<file path="src/source/decodePkg.sv">
////////////////////////////////////////////////////////////////////////////
// Decode stage definitions: field widths, opcode digits, ALU, dispatch,
// skip and I/O codes, control flag indices and the instruction word views
////////////////////////////////////////////////////////////////////////////

package decodePkg;

	localparam int wordWidth = 36;                  // Machine word
	localparam int opWidth = 9;                     // Three octal digits
	localparam int dispWidth = 5;
	localparam int aluWidth = 5;
	localparam int condWidth = 3;
	localparam int ioOpWidth = 3;

	// Top octal digit of the opcode
	localparam logic [2:0] topUuo = 3'o0;
	localparam logic [2:0] topFloat = 3'o1;          // Not decoded here
	localparam logic [2:0] topMoveArith = 3'o2;
	localparam logic [2:0] topSkipJump = 3'o3;
	localparam logic [2:0] topBoolean = 3'o4;
	localparam logic [2:0] topHalfWord = 3'o5;       // Not decoded here
	localparam logic [2:0] topTest = 3'o6;
	localparam logic [2:0] ioGroup = 3'o7;           // All ones marks an I/O word

	// Middle digit inside the 2xx block
	localparam logic [2:0] midMoveLo = 3'o0;         // MOVE, MOVS
	localparam logic [2:0] midMoveHi = 3'o1;         // MOVN, MOVM
	localparam logic [2:0] midMulLo = 3'o2;          // IMUL, MUL
	localparam logic [2:0] midMulHi = 3'o3;          // IDIV, DIV
	localparam logic [2:0] midAddSub = 3'o7;

	// Low two opcode bits
	localparam logic [1:0] modeBasic = 2'd0;
	localparam logic [1:0] modeImm = 2'd1;
	localparam logic [1:0] modeMem = 2'd2;
	localparam logic [1:0] modeBoth = 2'd3;          // S for moves, B elsewhere

	// State machine dispatch
	localparam logic [dispWidth-1:0] dispCommon = 5'd0;
	localparam logic [dispWidth-1:0] dispMuuo = 5'd1;
	localparam logic [dispWidth-1:0] dispUnassigned = 5'd2;
	localparam logic [dispWidth-1:0] dispIMul = 5'd3;
	localparam logic [dispWidth-1:0] dispMul = 5'd4;
	localparam logic [dispWidth-1:0] dispIDiv = 5'd5;
	localparam logic [dispWidth-1:0] dispDiv = 5'd6;
	localparam logic [dispWidth-1:0] dispTest = 5'd7;
	localparam logic [dispWidth-1:0] dispIoRead = 5'd8;
	localparam logic [dispWidth-1:0] dispIoWrite = 5'd9;

	// Boolean codes follow the opcode order, so the function field is the code
	localparam logic [aluWidth-1:0] aluSetz = 5'd0;
	localparam logic [aluWidth-1:0] aluAnd = 5'd1;
	localparam logic [aluWidth-1:0] aluAndca = 5'd2;
	localparam logic [aluWidth-1:0] aluSetm = 5'd3;
	localparam logic [aluWidth-1:0] aluAndcm = 5'd4;
	localparam logic [aluWidth-1:0] aluSeta = 5'd5;
	localparam logic [aluWidth-1:0] aluXor = 5'd6;
	localparam logic [aluWidth-1:0] aluIor = 5'd7;
	localparam logic [aluWidth-1:0] aluAndcb = 5'd8;
	localparam logic [aluWidth-1:0] aluEqv = 5'd9;
	localparam logic [aluWidth-1:0] aluSetca = 5'd10;
	localparam logic [aluWidth-1:0] aluOrca = 5'd11;
	localparam logic [aluWidth-1:0] aluSetcm = 5'd12;
	localparam logic [aluWidth-1:0] aluOrcm = 5'd13;
	localparam logic [aluWidth-1:0] aluOrcb = 5'd14;
	localparam logic [aluWidth-1:0] aluSeto = 5'd15;
	localparam logic [aluWidth-1:0] aluAdd = 5'd16;
	localparam logic [aluWidth-1:0] aluSub = 5'd17;
	localparam logic [aluWidth-1:0] aluNegate = 5'd18;
	localparam logic [aluWidth-1:0] aluMagnitude = 5'd19;

	// Same as the low digit of the 3xx opcodes
	localparam logic [condWidth-1:0] skipNever = 3'd0;
	localparam logic [condWidth-1:0] skipL = 3'd1;
	localparam logic [condWidth-1:0] skipE = 3'd2;
	localparam logic [condWidth-1:0] skipLe = 3'd3;
	localparam logic [condWidth-1:0] skipA = 3'd4;
	localparam logic [condWidth-1:0] skipGe = 3'd5;
	localparam logic [condWidth-1:0] skipN = 3'd6;
	localparam logic [condWidth-1:0] skipG = 3'd7;

	localparam logic [ioOpWidth-1:0] ioBlki = 3'd0;
	localparam logic [ioOpWidth-1:0] ioDatai = 3'd1;
	localparam logic [ioOpWidth-1:0] ioBlko = 3'd2;
	localparam logic [ioOpWidth-1:0] ioDatao = 3'd3;
	localparam logic [ioOpWidth-1:0] ioCono = 3'd4;
	localparam logic [ioOpWidth-1:0] ioConi = 3'd5;
	localparam logic [ioOpWidth-1:0] ioConsz = 3'd6;
	localparam logic [ioOpWidth-1:0] ioConso = 3'd7;

	// Bit positions in the control flag vector
	localparam int numFlags = 12;
	localparam int flReadE = 0;
	localparam int flReadAC = 1;
	localparam int flReadOne = 2;
	localparam int flReadMinusOne = 3;
	localparam int flMSwap = 4;
	localparam int flSetFlags = 5;
	localparam int flWriteE = 6;
	localparam int flWriteAC = 7;
	localparam int flWriteSelf = 8;                  // Write AC only when AC is nonzero
	localparam int flComp0 = 9;
	localparam int flJump = 10;
	localparam int flIoCond = 11;

	typedef struct packed {
		logic [opWidth-1:0] opcode;
		logic [3:0] ac;
		logic indirect;
		logic [3:0] index;
		logic [wordWidth/2-1:0] address;             // Right half word
	} instBasic;

	typedef struct packed {
		logic [2:0] group;
		logic [6:0] device;
		logic [ioOpWidth-1:0] ioOp;
		logic indirect;
		logic [3:0] index;
		logic [wordWidth/2-1:0] address;
	} instIo;

	typedef union packed {
		instBasic basic;
		instIo io;
	} instWord;

endpackage

</file>
<file path="src/source/bitTestDecode.sv">
////////////////////////////////////////////////////////////////////////////
// Decoder for the logical test family, 600 to 677
////////////////////////////////////////////////////////////////////////////

`timescale 1ns/1ns

module bitTestDecode (
	input  decodePkg::instWord inst,
	output logic [decodePkg::dispWidth-1:0] dispatch,
	output logic [decodePkg::aluWidth-1:0] aluOp,
	output logic [decodePkg::numFlags-1:0] flags,
	output logic [decodePkg::condWidth-1:0] condCode
);
	import decodePkg::*;

	logic [1:0] modify;

	assign modify = inst.basic.opcode[5:4];            // N Z C O
	assign dispatch = dispTest;
	assign condCode = {inst.basic.opcode[2:1], 1'b0};  // never E A N become 0 2 4 6

	always_comb begin
		flags = '0;
		flags[flMSwap] = inst.basic.opcode[0];         // L and S masks use the swapped half
		flags[flReadE] = inst.basic.opcode[3];         // D and S masks come from memory
		flags[flWriteAC] = (modify != 2'd0);
		case (modify)
			2'd0: aluOp = aluSeta;                     // Test only, AC unchanged
			2'd1: aluOp = aluAndcm;                    // Zeros in masked bits
			2'd2: aluOp = aluXor;                      // Complement
			default: aluOp = aluIor;                   // Ones
		endcase
	end

endmodule

</file>
<file path="src/source/booleanDecode.sv">
////////////////////////////////////////////////////////////////////////////
// Decoder for the sixteen boolean functions, 400 to 477
////////////////////////////////////////////////////////////////////////////

`timescale 1ns/1ns

module booleanDecode (
	input  decodePkg::instWord inst,
	output logic [decodePkg::dispWidth-1:0] dispatch,
	output logic [decodePkg::aluWidth-1:0] aluOp,
	output logic [decodePkg::numFlags-1:0] flags,
	output logic [decodePkg::condWidth-1:0] condCode
);
	import decodePkg::*;

	logic [1:0] mode;

	assign mode = inst.basic.opcode[1:0];
	assign dispatch = dispCommon;
	assign aluOp = {1'b0, inst.basic.opcode[5:2]};     // Function field is the ALU code
	assign condCode = skipNever;

	// Processor flags are left alone by the boolean group
	always_comb begin
		flags = '0;
		flags[flReadE] = (mode != modeImm);
		flags[flWriteE] = (mode == modeMem) || (mode == modeBoth);
		flags[flWriteAC] = (mode != modeMem);
	end

endmodule

</file>
<file path="src/source/decodeOutputReg.sv">
////////////////////////////////////////////////////////////////////////////
// Family select by top opcode digit, control register and valid pulse
////////////////////////////////////////////////////////////////////////////

`timescale 1ns/1ns

module decodeOutputReg (
	input  logic clk,
	input  logic rstN,
	input  logic instLoad,
	input  decodePkg::instWord inst,
	input  logic [decodePkg::dispWidth-1:0] maDispatch,
	input  logic [decodePkg::aluWidth-1:0] maAluOp,
	input  logic [decodePkg::numFlags-1:0] maFlags,
	input  logic [decodePkg::condWidth-1:0] maCondCode,
	input  logic [decodePkg::dispWidth-1:0] sjDispatch,
	input  logic [decodePkg::aluWidth-1:0] sjAluOp,
	input  logic [decodePkg::numFlags-1:0] sjFlags,
	input  logic [decodePkg::condWidth-1:0] sjCondCode,
	input  logic [decodePkg::dispWidth-1:0] blDispatch,
	input  logic [decodePkg::aluWidth-1:0] blAluOp,
	input  logic [decodePkg::numFlags-1:0] blFlags,
	input  logic [decodePkg::condWidth-1:0] blCondCode,
	input  logic [decodePkg::dispWidth-1:0] btDispatch,
	input  logic [decodePkg::aluWidth-1:0] btAluOp,
	input  logic [decodePkg::numFlags-1:0] btFlags,
	input  logic [decodePkg::condWidth-1:0] btCondCode,
	input  logic [decodePkg::dispWidth-1:0] ioDispatch,
	input  logic [decodePkg::aluWidth-1:0] ioAluOp,
	input  logic [decodePkg::numFlags-1:0] ioFlags,
	input  logic [decodePkg::condWidth-1:0] ioCondCode,
	output logic decodeValid,
	output logic [decodePkg::dispWidth-1:0] dispatch,
	output logic [decodePkg::aluWidth-1:0] aluOp,
	output logic readE,
	output logic readAC,
	output logic readOne,
	output logic readMinusOne,
	output logic mSwap,
	output logic setFlags,
	output logic writeE,
	output logic writeAC,
	output logic writeSelf,
	output logic [decodePkg::condWidth-1:0] condCode,
	output logic comp0,
	output logic jump,
	output logic ioConditions
);
	import decodePkg::*;

	logic [2:0] topDigit;
	logic [dispWidth-1:0] selDispatch;
	logic [aluWidth-1:0] selAluOp;
	logic [numFlags-1:0] selFlags;
	logic [condWidth-1:0] selCondCode;
	logic [numFlags-1:0] flagsQ;

	assign topDigit = inst.basic.opcode[opWidth-1:opWidth-3];

	always_comb begin
		selDispatch = dispUnassigned;                  // Constant bundle for 1xx and 5xx
		selAluOp = aluSetz;
		selFlags = '0;
		selCondCode = skipNever;
		case (topDigit)
			topUuo: selDispatch = dispMuuo;
			topFloat, topHalfWord: selDispatch = dispUnassigned;
			topMoveArith: begin
				selDispatch = maDispatch;
				selAluOp = maAluOp;
				selFlags = maFlags;
				selCondCode = maCondCode;
			end
			topSkipJump: begin
				selDispatch = sjDispatch;
				selAluOp = sjAluOp;
				selFlags = sjFlags;
				selCondCode = sjCondCode;
			end
			topBoolean: begin
				selDispatch = blDispatch;
				selAluOp = blAluOp;
				selFlags = blFlags;
				selCondCode = blCondCode;
			end
			topTest: begin
				selDispatch = btDispatch;
				selAluOp = btAluOp;
				selFlags = btFlags;
				selCondCode = btCondCode;
			end
			ioGroup: begin
				selDispatch = ioDispatch;
				selAluOp = ioAluOp;
				selFlags = ioFlags;
				selCondCode = ioCondCode;
			end
			default: selDispatch = dispUnassigned;
		endcase
	end

	always_ff @(posedge clk or negedge rstN) begin
		if (!rstN) begin
			decodeValid <= 1'b0;
			dispatch <= dispCommon;
			aluOp <= aluSetz;
			flagsQ <= '0;
			condCode <= skipNever;
		end else begin
			decodeValid <= instLoad;                   // Pulse in the cycle after each load
			if (instLoad) begin                        // Held until the next load
				dispatch <= selDispatch;
				aluOp <= selAluOp;
				flagsQ <= selFlags;
				condCode <= selCondCode;
			end
		end
	end

	assign readE = flagsQ[flReadE];
	assign readAC = flagsQ[flReadAC];
	assign readOne = flagsQ[flReadOne];
	assign readMinusOne = flagsQ[flReadMinusOne];
	assign mSwap = flagsQ[flMSwap];
	assign setFlags = flagsQ[flSetFlags];
	assign writeE = flagsQ[flWriteE];
	assign writeAC = flagsQ[flWriteAC];
	assign writeSelf = flagsQ[flWriteSelf];
	assign comp0 = flagsQ[flComp0];
	assign jump = flagsQ[flJump];
	assign ioConditions = flagsQ[flIoCond];

endmodule

</file>
<file path="src/source/instDecode.sv">
////////////////////////////////////////////////////////////////////////////
// Instruction decode stage top level: family decoders and output register
////////////////////////////////////////////////////////////////////////////

`timescale 1ns/1ns

module instDecode (
	input  logic clk,
	input  logic rstN,
	input  logic instLoad,
	input  decodePkg::instWord inst,
	input  logic user,                                 // Executive or user mode
	input  logic userIO,                               // I/O allowed in user mode
	output logic decodeValid,
	output logic [decodePkg::dispWidth-1:0] dispatch,
	output logic [decodePkg::aluWidth-1:0] aluOp,
	output logic readE,
	output logic readAC,
	output logic readOne,
	output logic readMinusOne,
	output logic mSwap,
	output logic setFlags,
	output logic writeE,
	output logic writeAC,
	output logic writeSelf,
	output logic [decodePkg::condWidth-1:0] condCode,
	output logic comp0,
	output logic jump,
	output logic ioConditions
);
	import decodePkg::*;

	logic [dispWidth-1:0] maDispatch, sjDispatch, blDispatch, btDispatch, ioDispatch;
	logic [aluWidth-1:0] maAluOp, sjAluOp, blAluOp, btAluOp, ioAluOp;
	logic [numFlags-1:0] maFlags, sjFlags, blFlags, btFlags, ioFlags;
	logic [condWidth-1:0] maCondCode, sjCondCode, blCondCode, btCondCode, ioCondCode;

	moveArithDecode uMoveArith (
		.inst(inst),
		.dispatch(maDispatch),
		.aluOp(maAluOp),
		.flags(maFlags),
		.condCode(maCondCode)
	);

	skipJumpDecode uSkipJump (
		.inst(inst),
		.dispatch(sjDispatch),
		.aluOp(sjAluOp),
		.flags(sjFlags),
		.condCode(sjCondCode)
	);

	booleanDecode uBoolean (
		.inst(inst),
		.dispatch(blDispatch),
		.aluOp(blAluOp),
		.flags(blFlags),
		.condCode(blCondCode)
	);

	bitTestDecode uBitTest (
		.inst(inst),
		.dispatch(btDispatch),
		.aluOp(btAluOp),
		.flags(btFlags),
		.condCode(btCondCode)
	);

	ioDecode uIo (
		.inst(inst),
		.user(user),
		.userIO(userIO),
		.dispatch(ioDispatch),
		.aluOp(ioAluOp),
		.flags(ioFlags),
		.condCode(ioCondCode)
	);

	decodeOutputReg uOutputReg (
		.clk, .rstN, .instLoad, .inst,
		.maDispatch, .maAluOp, .maFlags, .maCondCode,
		.sjDispatch, .sjAluOp, .sjFlags, .sjCondCode,
		.blDispatch, .blAluOp, .blFlags, .blCondCode,
		.btDispatch, .btAluOp, .btFlags, .btCondCode,
		.ioDispatch, .ioAluOp, .ioFlags, .ioCondCode,
		.decodeValid, .dispatch, .aluOp,
		.readE, .readAC, .readOne, .readMinusOne, .mSwap, .setFlags,
		.writeE, .writeAC, .writeSelf,
		.condCode, .comp0, .jump, .ioConditions
	);

endmodule

</file>
<file path="src/source/ioDecode.sv">
////////////////////////////////////////////////////////////////////////////
// Decoder for 7xx I/O instructions with user-mode trapping
////////////////////////////////////////////////////////////////////////////

`timescale 1ns/1ns

module ioDecode (
	input  decodePkg::instWord inst,
	input  logic user,
	input  logic userIO,
	output logic [decodePkg::dispWidth-1:0] dispatch,
	output logic [decodePkg::aluWidth-1:0] aluOp,
	output logic [decodePkg::numFlags-1:0] flags,
	output logic [decodePkg::condWidth-1:0] condCode
);
	import decodePkg::*;

	always_comb begin
		dispatch = dispUnassigned;
		aluOp = aluSetz;
		flags = '0;
		condCode = skipNever;
		if (user && !userIO) begin
			dispatch = dispMuuo;                       // Trap to the monitor
		end else begin
			case (inst.io.ioOp)
				ioCono: begin
					dispatch = dispIoWrite;
					flags[flIoCond] = 1'b1;
				end
				ioConi: begin
					dispatch = dispIoRead;
					flags[flWriteE] = 1'b1;
					flags[flIoCond] = 1'b1;
				end
				ioConsz, ioConso: begin
					dispatch = dispIoRead;
					aluOp = inst.io.ioOp[0] ? aluIor : aluAnd;
					condCode = inst.io.ioOp[0] ? skipN : skipE;
					flags[flComp0] = 1'b1;
					flags[flIoCond] = 1'b1;
				end
				ioDatao: begin
					dispatch = dispIoWrite;
					aluOp = aluSetm;
					flags[flReadE] = 1'b1;
				end
				ioDatai: begin
					dispatch = dispIoRead;
					flags[flWriteE] = 1'b1;
				end
				ioBlki, ioBlko: dispatch = dispUnassigned;  // Block transfers not supported
				default: dispatch = dispUnassigned;
			endcase
		end
	end

endmodule

</file>
<file path="src/source/moveArithDecode.sv">
////////////////////////////////////////////////////////////////////////////
// Decoder for the 2xx block: full-word moves, multiply and divide
// dispatch, ADD and SUB
////////////////////////////////////////////////////////////////////////////

`timescale 1ns/1ns

module moveArithDecode (
	input  decodePkg::instWord inst,
	output logic [decodePkg::dispWidth-1:0] dispatch,
	output logic [decodePkg::aluWidth-1:0] aluOp,
	output logic [decodePkg::numFlags-1:0] flags,
	output logic [decodePkg::condWidth-1:0] condCode
);
	import decodePkg::*;

	logic [2:0] midDigit;
	logic [1:0] func;
	logic [1:0] mode;
	logic [numFlags-1:0] arithFlags;                   // Mode rule shared by mul/div and add/sub

	assign midDigit = inst.basic.opcode[5:3];
	assign func = inst.basic.opcode[3:2];
	assign mode = inst.basic.opcode[1:0];
	assign condCode = skipNever;                       // Nothing here skips

	always_comb begin
		arithFlags = '0;
		arithFlags[flSetFlags] = 1'b1;
		arithFlags[flReadE] = (mode != modeImm);
		arithFlags[flWriteE] = mode[1];                // M and B
		arithFlags[flWriteAC] = (mode != modeMem);
	end

	always_comb begin
		dispatch = dispCommon;
		aluOp = aluSetz;
		flags = '0;
		case (midDigit)
			midMoveLo, midMoveHi: begin
				case (func)
					2'd0: aluOp = aluSetm;             // MOVE
					2'd1: begin                        // MOVS
						aluOp = aluSetm;
						flags[flMSwap] = 1'b1;
					end
					2'd2: aluOp = aluNegate;           // MOVN
					default: aluOp = aluMagnitude;     // MOVM
				endcase
				flags[flSetFlags] = 1'b1;
				case (mode)
					modeBasic: begin
						flags[flReadE] = 1'b1;
						flags[flWriteAC] = 1'b1;
					end
					modeImm: flags[flWriteAC] = 1'b1;  // Operand is 0,E so E is never read
					modeMem: begin
						flags[flReadAC] = 1'b1;
						flags[flWriteE] = 1'b1;
					end
					default: begin                     // Self
						flags[flReadE] = 1'b1;
						flags[flWriteE] = 1'b1;
						flags[flWriteSelf] = 1'b1;
					end
				endcase
			end
			midMulLo, midMulHi: begin
				case (func)
					2'd0: dispatch = dispIMul;
					2'd1: dispatch = dispMul;
					2'd2: dispatch = dispIDiv;
					default: dispatch = dispDiv;
				endcase
				flags = arithFlags;
			end
			midAddSub: begin
				aluOp = inst.basic.opcode[2] ? aluSub : aluAdd;
				flags = arithFlags;
			end
			default: dispatch = dispUnassigned;        // Shifts, stack, jumps
		endcase
	end

endmodule

</file>
<file path="src/source/skipJumpDecode.sv">
////////////////////////////////////////////////////////////////////////////
// Decoder for the 3xx block: compare, jump, skip and the add-one and
// subtract-one jump and skip groups
////////////////////////////////////////////////////////////////////////////

`timescale 1ns/1ns

module skipJumpDecode (
	input  decodePkg::instWord inst,
	output logic [decodePkg::dispWidth-1:0] dispatch,
	output logic [decodePkg::aluWidth-1:0] aluOp,
	output logic [decodePkg::numFlags-1:0] flags,
	output logic [decodePkg::condWidth-1:0] condCode
);
	import decodePkg::*;

	logic [2:0] group;

	assign group = inst.basic.opcode[5:3];
	assign condCode = inst.basic.opcode[2:0];          // Low digit is the condition
	assign dispatch = dispCommon;

	always_comb begin
		aluOp = aluAdd;
		flags = '0;
		if (group[2]) begin                            // AOJ AOS SOJ SOS
			flags[flSetFlags] = 1'b1;
			flags[flReadOne] = ~group[1];
			flags[flReadMinusOne] = group[1];          // Adding -1 keeps the carries right
			if (group[0]) begin                        // Memory form skips
				flags[flReadE] = 1'b1;
				flags[flWriteE] = 1'b1;
				flags[flWriteSelf] = 1'b1;
				flags[flComp0] = 1'b1;
			end else begin                             // AC form jumps
				flags[flReadAC] = 1'b1;
				flags[flWriteAC] = 1'b1;
				flags[flJump] = 1'b1;
			end
		end else begin
			case (group[1:0])
				2'd0: aluOp = aluSub;                  // CAI
				2'd1: begin                            // CAM
					aluOp = aluSub;
					flags[flReadE] = 1'b1;
				end
				2'd2: begin                            // JUMP
					aluOp = aluSetm;
					flags[flReadAC] = 1'b1;
					flags[flComp0] = 1'b1;
					flags[flJump] = 1'b1;
				end
				default: begin                         // SKIP
					aluOp = aluSetm;
					flags[flReadE] = 1'b1;
					flags[flWriteSelf] = 1'b1;
					flags[flComp0] = 1'b1;
				end
			endcase
		end
	end

endmodule

</file>
<file path="config.mk">
export PLATFORM = sky130hd
export DESIGN_NAME = instDecode
export DESIGN_NICKNAME = d
export VERILOG_FILES = /design/src/source/decodePkg.sv /design/src/source/bitTestDecode.sv /design/src/source/booleanDecode.sv /design/src/source/decodeOutputReg.sv /design/src/source/instDecode.sv /design/src/source/ioDecode.sv /design/src/source/moveArithDecode.sv /design/src/source/skipJumpDecode.sv
export SDC_FILE = /design/constraint.sdc
export NUM_CORES = 1
export LEC_CHECK = 0
export ABC_AREA = 1
export BUFFER_PORTS_ARGS = -buffer_cell sky130_fd_sc_hd__buf_2
export CORE_MARGIN = 2
export CORE_UTILIZATION = 42
export CTS_BUF_LIST = sky130_fd_sc_hd__clkbuf_16
export DETAILED_ROUTE_END_ITERATION = 7
export PLACE_DENSITY = 0.67
export SLEW_MARGIN = 10
export SYNTH_ARGS = -nofsm -noshare
export SYNTH_HDL_FRONTEND = slang
export SYNTH_HIERARCHICAL = 1
export SYNTH_SLANG_ARGS = --single-unit
</file>
<file path="constraint.sdc">
create_clock -name clk -period 0.8 [get_ports clk]
set_clock_uncertainty 0.05 [all_clocks]
set_input_delay 0.08 -clock clk [delete_from_list [all_inputs] [get_ports clk]]
set_output_delay 0.08 -clock clk [all_outputs]
set_load 0.1 [all_outputs]
</file>
== Word-level counts from Yosys, hierarchy flattened ==
Cells that the tools add are included.

* Bits in registers: 26
* Input port bits: 41
* Output and inout bits: 26

* Equality and inequality tests: 29
* Muxes and demuxes: 47
* Bitwise gates (word level): 1
* Reductions and logical operators: 30

{| class="wikitable"
|+ Operator list
! cell !! count
|-
| $pmux W12 S5 || 1
|-
| $pmux W5 S2 || 5
|-
| $pmux W5 S6 || 1
|-
| $eq A3 B3 Y1 const B || 9
|-
| $reduce_or A2 Y1 || 13
|-
| $pmux W5 S5 || 1
|-
| $mux W1 || 21
|-
| $mux W5 || 4
|-
| $eq A3 B2 Y1 const B || 6
|-
| $mux W3 || 6
|-
| $pmux W3 S3 || 2
|-
| $pmux W5 S3 || 1
|-
| $reduce_or A3 Y1 || 4
|-
| $eq A2 B2 Y1 const B || 5
|-
| $eq A3 B1 Y1 const B || 3
|-
| $logic_not A3 Y1 || 3
|-
| $eq A2 B1 Y1 const B || 4
|-
| $logic_not A2 Y1 || 4
|-
| $reduce_or A4 Y1 || 2
|-
| $mux W2 || 3
|-
| $pmux W2 S3 || 1
|-
| $pmux W2 S2 || 1
|-
| $ne A2 B1 Y1 const B || 1
|-
| $ne A2 B2 Y1 const B || 1
|-
| other kinds (5) || 5
|}

== Depth between registers and ports, before layout ==
* Depth after elaboration: 5
* Gate-level depth with buffers: 9

== By module ==
Netlist, hierarchy kept.

{| class="wikitable"
|+ By module, submodules not included
! module !! times used !! cells each !! area each (um^2) !! sequential area each (um^2)
|-
| decodeOutputReg || 1 || 321 || 2190.9 || 650.6
|-
| moveArithDecode || 1 || 64 || 394.1 || 0.0
|-
| bitTestDecode || 1 || 34 || 236.5 || 0.0
|-
| ioDecode || 1 || 40 || 220.2 || 0.0
|-
| booleanDecode || 1 || 28 || 187.7 || 0.0
|-
| skipJumpDecode || 1 || 30 || 177.7 || 0.0
|}

== Worst setup path before layout ==
Ideal clock, no wire load.

* Path type: flip-flop to flip-flop
* Start point: reg, netlist name uOutputReg/dispatch[0]
* End point: reg uOutputReg/dispatch[0] in the netlist's numbering
* Arrival: 1.095 ns
* Path slack: -0.422 ns
* Cell stages (with the launch flop): 3
* Path buffers: 0
* Path through: dfrtp_1 > nor2_1 > a21oi_1

{| class="wikitable"
|+ RTL lines
! what !! line !! RTL
|-
| end signal: assignment || decodeOutputReg.sv:105 || <nowiki>dispatch <= dispCommon;</nowiki>
|-
| end signal: assignment || decodeOutputReg.sv:112 || <nowiki>dispatch <= selDispatch;</nowiki>
|-
| end: declaration || decodeOutputReg.sv:33 || <nowiki>output logic [decodePkg::dispWidth-1:0] dispatch,</nowiki>
|}

== Worst setup path after layout ==
* Start point: reg uOutputReg/dispatch[4] in the netlist's numbering
* End point: out dispatch[4] in the netlist's numbering

{| class="wikitable"
|+ RTL lines
! what !! line !! RTL
|-
| end: declaration || instDecode.sv:15 || <nowiki>output logic [decodePkg::dispWidth-1:0] dispatch,</nowiki>
|}

No word-level cell between the ends.

==> summary.md <==
| Metric | Value |
|---|---|
| Pwr/cell area | 1270 mW/mm^2 |
| Final setup vio count | 39 |
| Worst-Skew Late Latency | 260 ps |
| Xor/xnor share of the synthesized area | 0% |
| Total Power | 6.31 mW |
| Seq/Total Area, Yosys | 19.1% |
| Hold depth | 2 |
| Cell area after synthesis | 0.00341 sq mm |
| Critical path's slowest cell | dfrtp_4 |
| Core area | 0.00781 sq mm |
| Die Span Y | 94.1 um |
| Top cells by count, synth | 125 x nand2_1, 88 x buf_4, 70 x nand3_1 |
| Final #Nets | 650 |
| H-tree lvl count | 1 |
| Global-route wire length before repair | 15200 um |
| Worst R2R End | uOutputReg/flagsQ[6]$_DFFE_PN0P_ |
| Area Overhead vs Synth | 45.3% |
| CP Launch Type | register |
| Failing checks | setup timing |
| Async SR Flop Fraction | 100% |
| Post-DP HPWL | 6460 um |
| Static Leak | 2.59 nW |
| Final slew viol count | 0 |
| Mapped Cells | 517 |
| Compound-Gate Fraction of Synth Area | 5.58% |
| Hold crit path type | in -> reg |
| Setup ws final | -272 ps |
| Most common cell in the netlist | nand2_1 |
| Layout cells sized above 1 | 38.5% |
| Post-synthesis mux area share | 0% |
| Crit path capture type | output port |
| Unrepaired setup endpoints after global routing | yes |
| Maximum clock frequency | 0.933 GHz |
| Mean Syn Cell Area | 6.59 sq um |
| Post-synth EDFFs | 0 |
| Worst path arrival time | 940 ps |
| Hold worst-path end | uOutputReg/decodeValid$_DFF_PN0_ |
| Ranking of synthesized cells by area | buf_4 19%, dfrtp_1 19%, nand2_1 14% |
| Routed Antenna Nets | 0 |
| Synth warn | 6 |
| Dpl cells | 657 |
| CP Buf/Inv Count | 1 |
| WL final | 10400 um |
| Die W | 94.1 um |
| Fillers | 632 |
| Synth area leader | buf_4 |
| Largest family of logic cells by synthesized area | simple AND/OR/NAND/NOR gates |
| Hold Crit Start | instLoad |
| Final period util | 134% |
| Drt pass-1 iters | 5 |
| Simple-gate share of the synthesized area | 41.4% |
| Crit-path cells | buf_12 |
| Reg2reg start | uOutputReg/flagsQ[6]$_DFFE_PN0P_ |
| Drt first-iter violations | 325 |
| GPL Wtd Cong | 0.882 |
| Sink Count | 26 |
| Cell variety after synth | 27 |
| CTS buffer count | 3 |
| Adder-Cell Fraction of Synth Area | 4.77% |
| Multi-input logic area | 0.00227 sq mm |
| Gr ovfl total | 0 |
| Vias in the first global route | 3212 |
| Register cell area after layout | 741 sq um |
| # rows | 32 |
| Largest fanout on the critical path | 2 |
| Initial Util | 43.6% |
| Maximum vdd drop | 0.000648 V |
| Fin cells | 697 |
| Synth top area share | 19.4% |
| GRT Util Overall | 21.4% |
| Vias/cell | 5.16 |
| Critical path class | reg -> out |
| Pin count of the biggest net entering global routing | 32 |
| Clock-pin slew of the registers on the worst-case setup and hold paths | 70 ps |
| Worst r2r path cells | 3 |
| Final hold violations | 0 |
| Clock root buffer | clkbuf_16 |
| Via count | 3596 |
| Register-to-register setup slack | -70 ps |
| Top Ports | 67 |
| CTS max path bufs | 2 |
| Worst path required time | 670 ps |
| CP top delay family | flip-flops |
| WL per Instance | 14.9 um |
| Max_cap viols | 0 |
| #FFs+latches synth | 26 |
| Synth Flop Type | dfrtp_1 |
| Initial antenna violation count | 0 |
| Die area | 0.00885 sq mm |
| CTS tree | yes |
| N_diodes | 0 |
| CP max stage delay | 500 ps |
| Min Tclk post-route | 1070 ps |
| Drt drc | 0 |
| Port-buffer cells | 42 |
| Run status | finished, violations left |
state kept, by name (all words and copies together) (netlist names):
signal and count:
uOutputReg/flagsQ 12, uOutputReg/aluOp 5, uOutputReg/dispatch 5, uOutputReg/condCode 3, uOutputReg/decodeValid 1
where the power goes:
group / internal (mW) / total, mW / switching (mW)
clock: 0.670 / 1.14 / 0.470
combinational: 1.35 / 3.45 / 2.11
sequential: 1.55 / 1.72 / 0.174
total: 3.56 / 6.31 / 2.75
cell families (layout without fill, tap and decap cells):
logic type / count (synthesis) / after routing
simple gates: 291 / 292
buf+inv: 153 / 166
compound gates: 28 / 28
flops: 26 / 26
fa+ha+maj: 13 / 13
other cells: 6 / 70
worst max path at each step:
stage                     cells past startpoint                            endpoint                                from  slack (ps)
final                                         1                         dispatch[4]  uOutputReg/dispatch[4]$_DFFE_PN0P_        -270
after CTS                                     1                         dispatch[2]  uOutputReg/dispatch[2]$_DFFE_PN0P_        -270
after detailed placement                     10     uOutputReg/aluOp[0]$_DFFE_PN0P_                            inst[30]        -470
after global placement                        8  uOutputReg/dispatch[1]$_DFFE_PN0P_                            inst[30]        -450
after floorplan                               2  uOutputReg/dispatch[0]$_DFFE_PN0P_  uOutputReg/dispatch[0]$_DFFE_PN0P_        -170
after global routing                          1                         dispatch[4]  uOutputReg/dispatch[4]$_DFFE_PN0P_        -290
cells in the final DEF, fill, tap and decap left out, drive strengths merged:
cell | synthesis | routed
nor2 | 28 | 29
ha | 13 | 13
nand4 | 56 | 56
and3 | 1 | 1
clkinv | 0 | 1
dlygate4sd3 | 0 | 1
nand3 | 70 | 70
nor3 | 3 | 3
dfrtp | 26 | 26
inv | 35 | 35
nand3b | 1 | 1
a21oi | 1 | 1
o21ai | 7 | 7
clkbuf | 8 | 5
bufbuf | 0 | 1
nand2 | 132 | 132
o21bai | 20 | 20
conb | 6 | 70
buf | 110 | 123
area by class of cell:
type                            count  area share (%)
Clock buffer                        3            1.52
Timing Repair Buffer              127            31.7
Inverter                           35            3.36
Sequential cell                    26            15.0
Multi-Input combinational cell    403            45.8
Clock inverter                      1          0.0758
Tap cell                          102            2.58
timing repair:
item,CTS,global route
hold buffers,1,0
pin swaps,56,46
setup endpoints to repair,50,49
endpoints found under the hold margin,26,0
resized for setup,69,51
cloned,1,3
buffers inserted,16,15
routing by layer:
layer	up-vias	GRT usage (%)	wire length, um
li1	1716	-	-
met1	1649	27.3	4140
met2	185	37.6	5210
met3	46	2.41	697
met4	0	6.40	353
met5	-	0	0
through the flow:
stage | util, % | TNS, ps | setup slack, ps | hold slack (ps) | area [sq um]
final | 63.4 | -7230 | -272 | 46.3 | 4950
after global routing | 63.4 | -8200 | -287 | 49.7 | 4950
after CTS | 59.0 | -6960 | -274 | 38.0 | 4600
after detailed placement | 52.8 | -8770 | -472 | -76.6 | 4130
after global placement | 52.8 | -8290 | -453 | -86.1 | 4130
after floorplan | - | -2780 | -166 | -266 | 3840
Note: power is estimated with default switching activity, not from simulation.
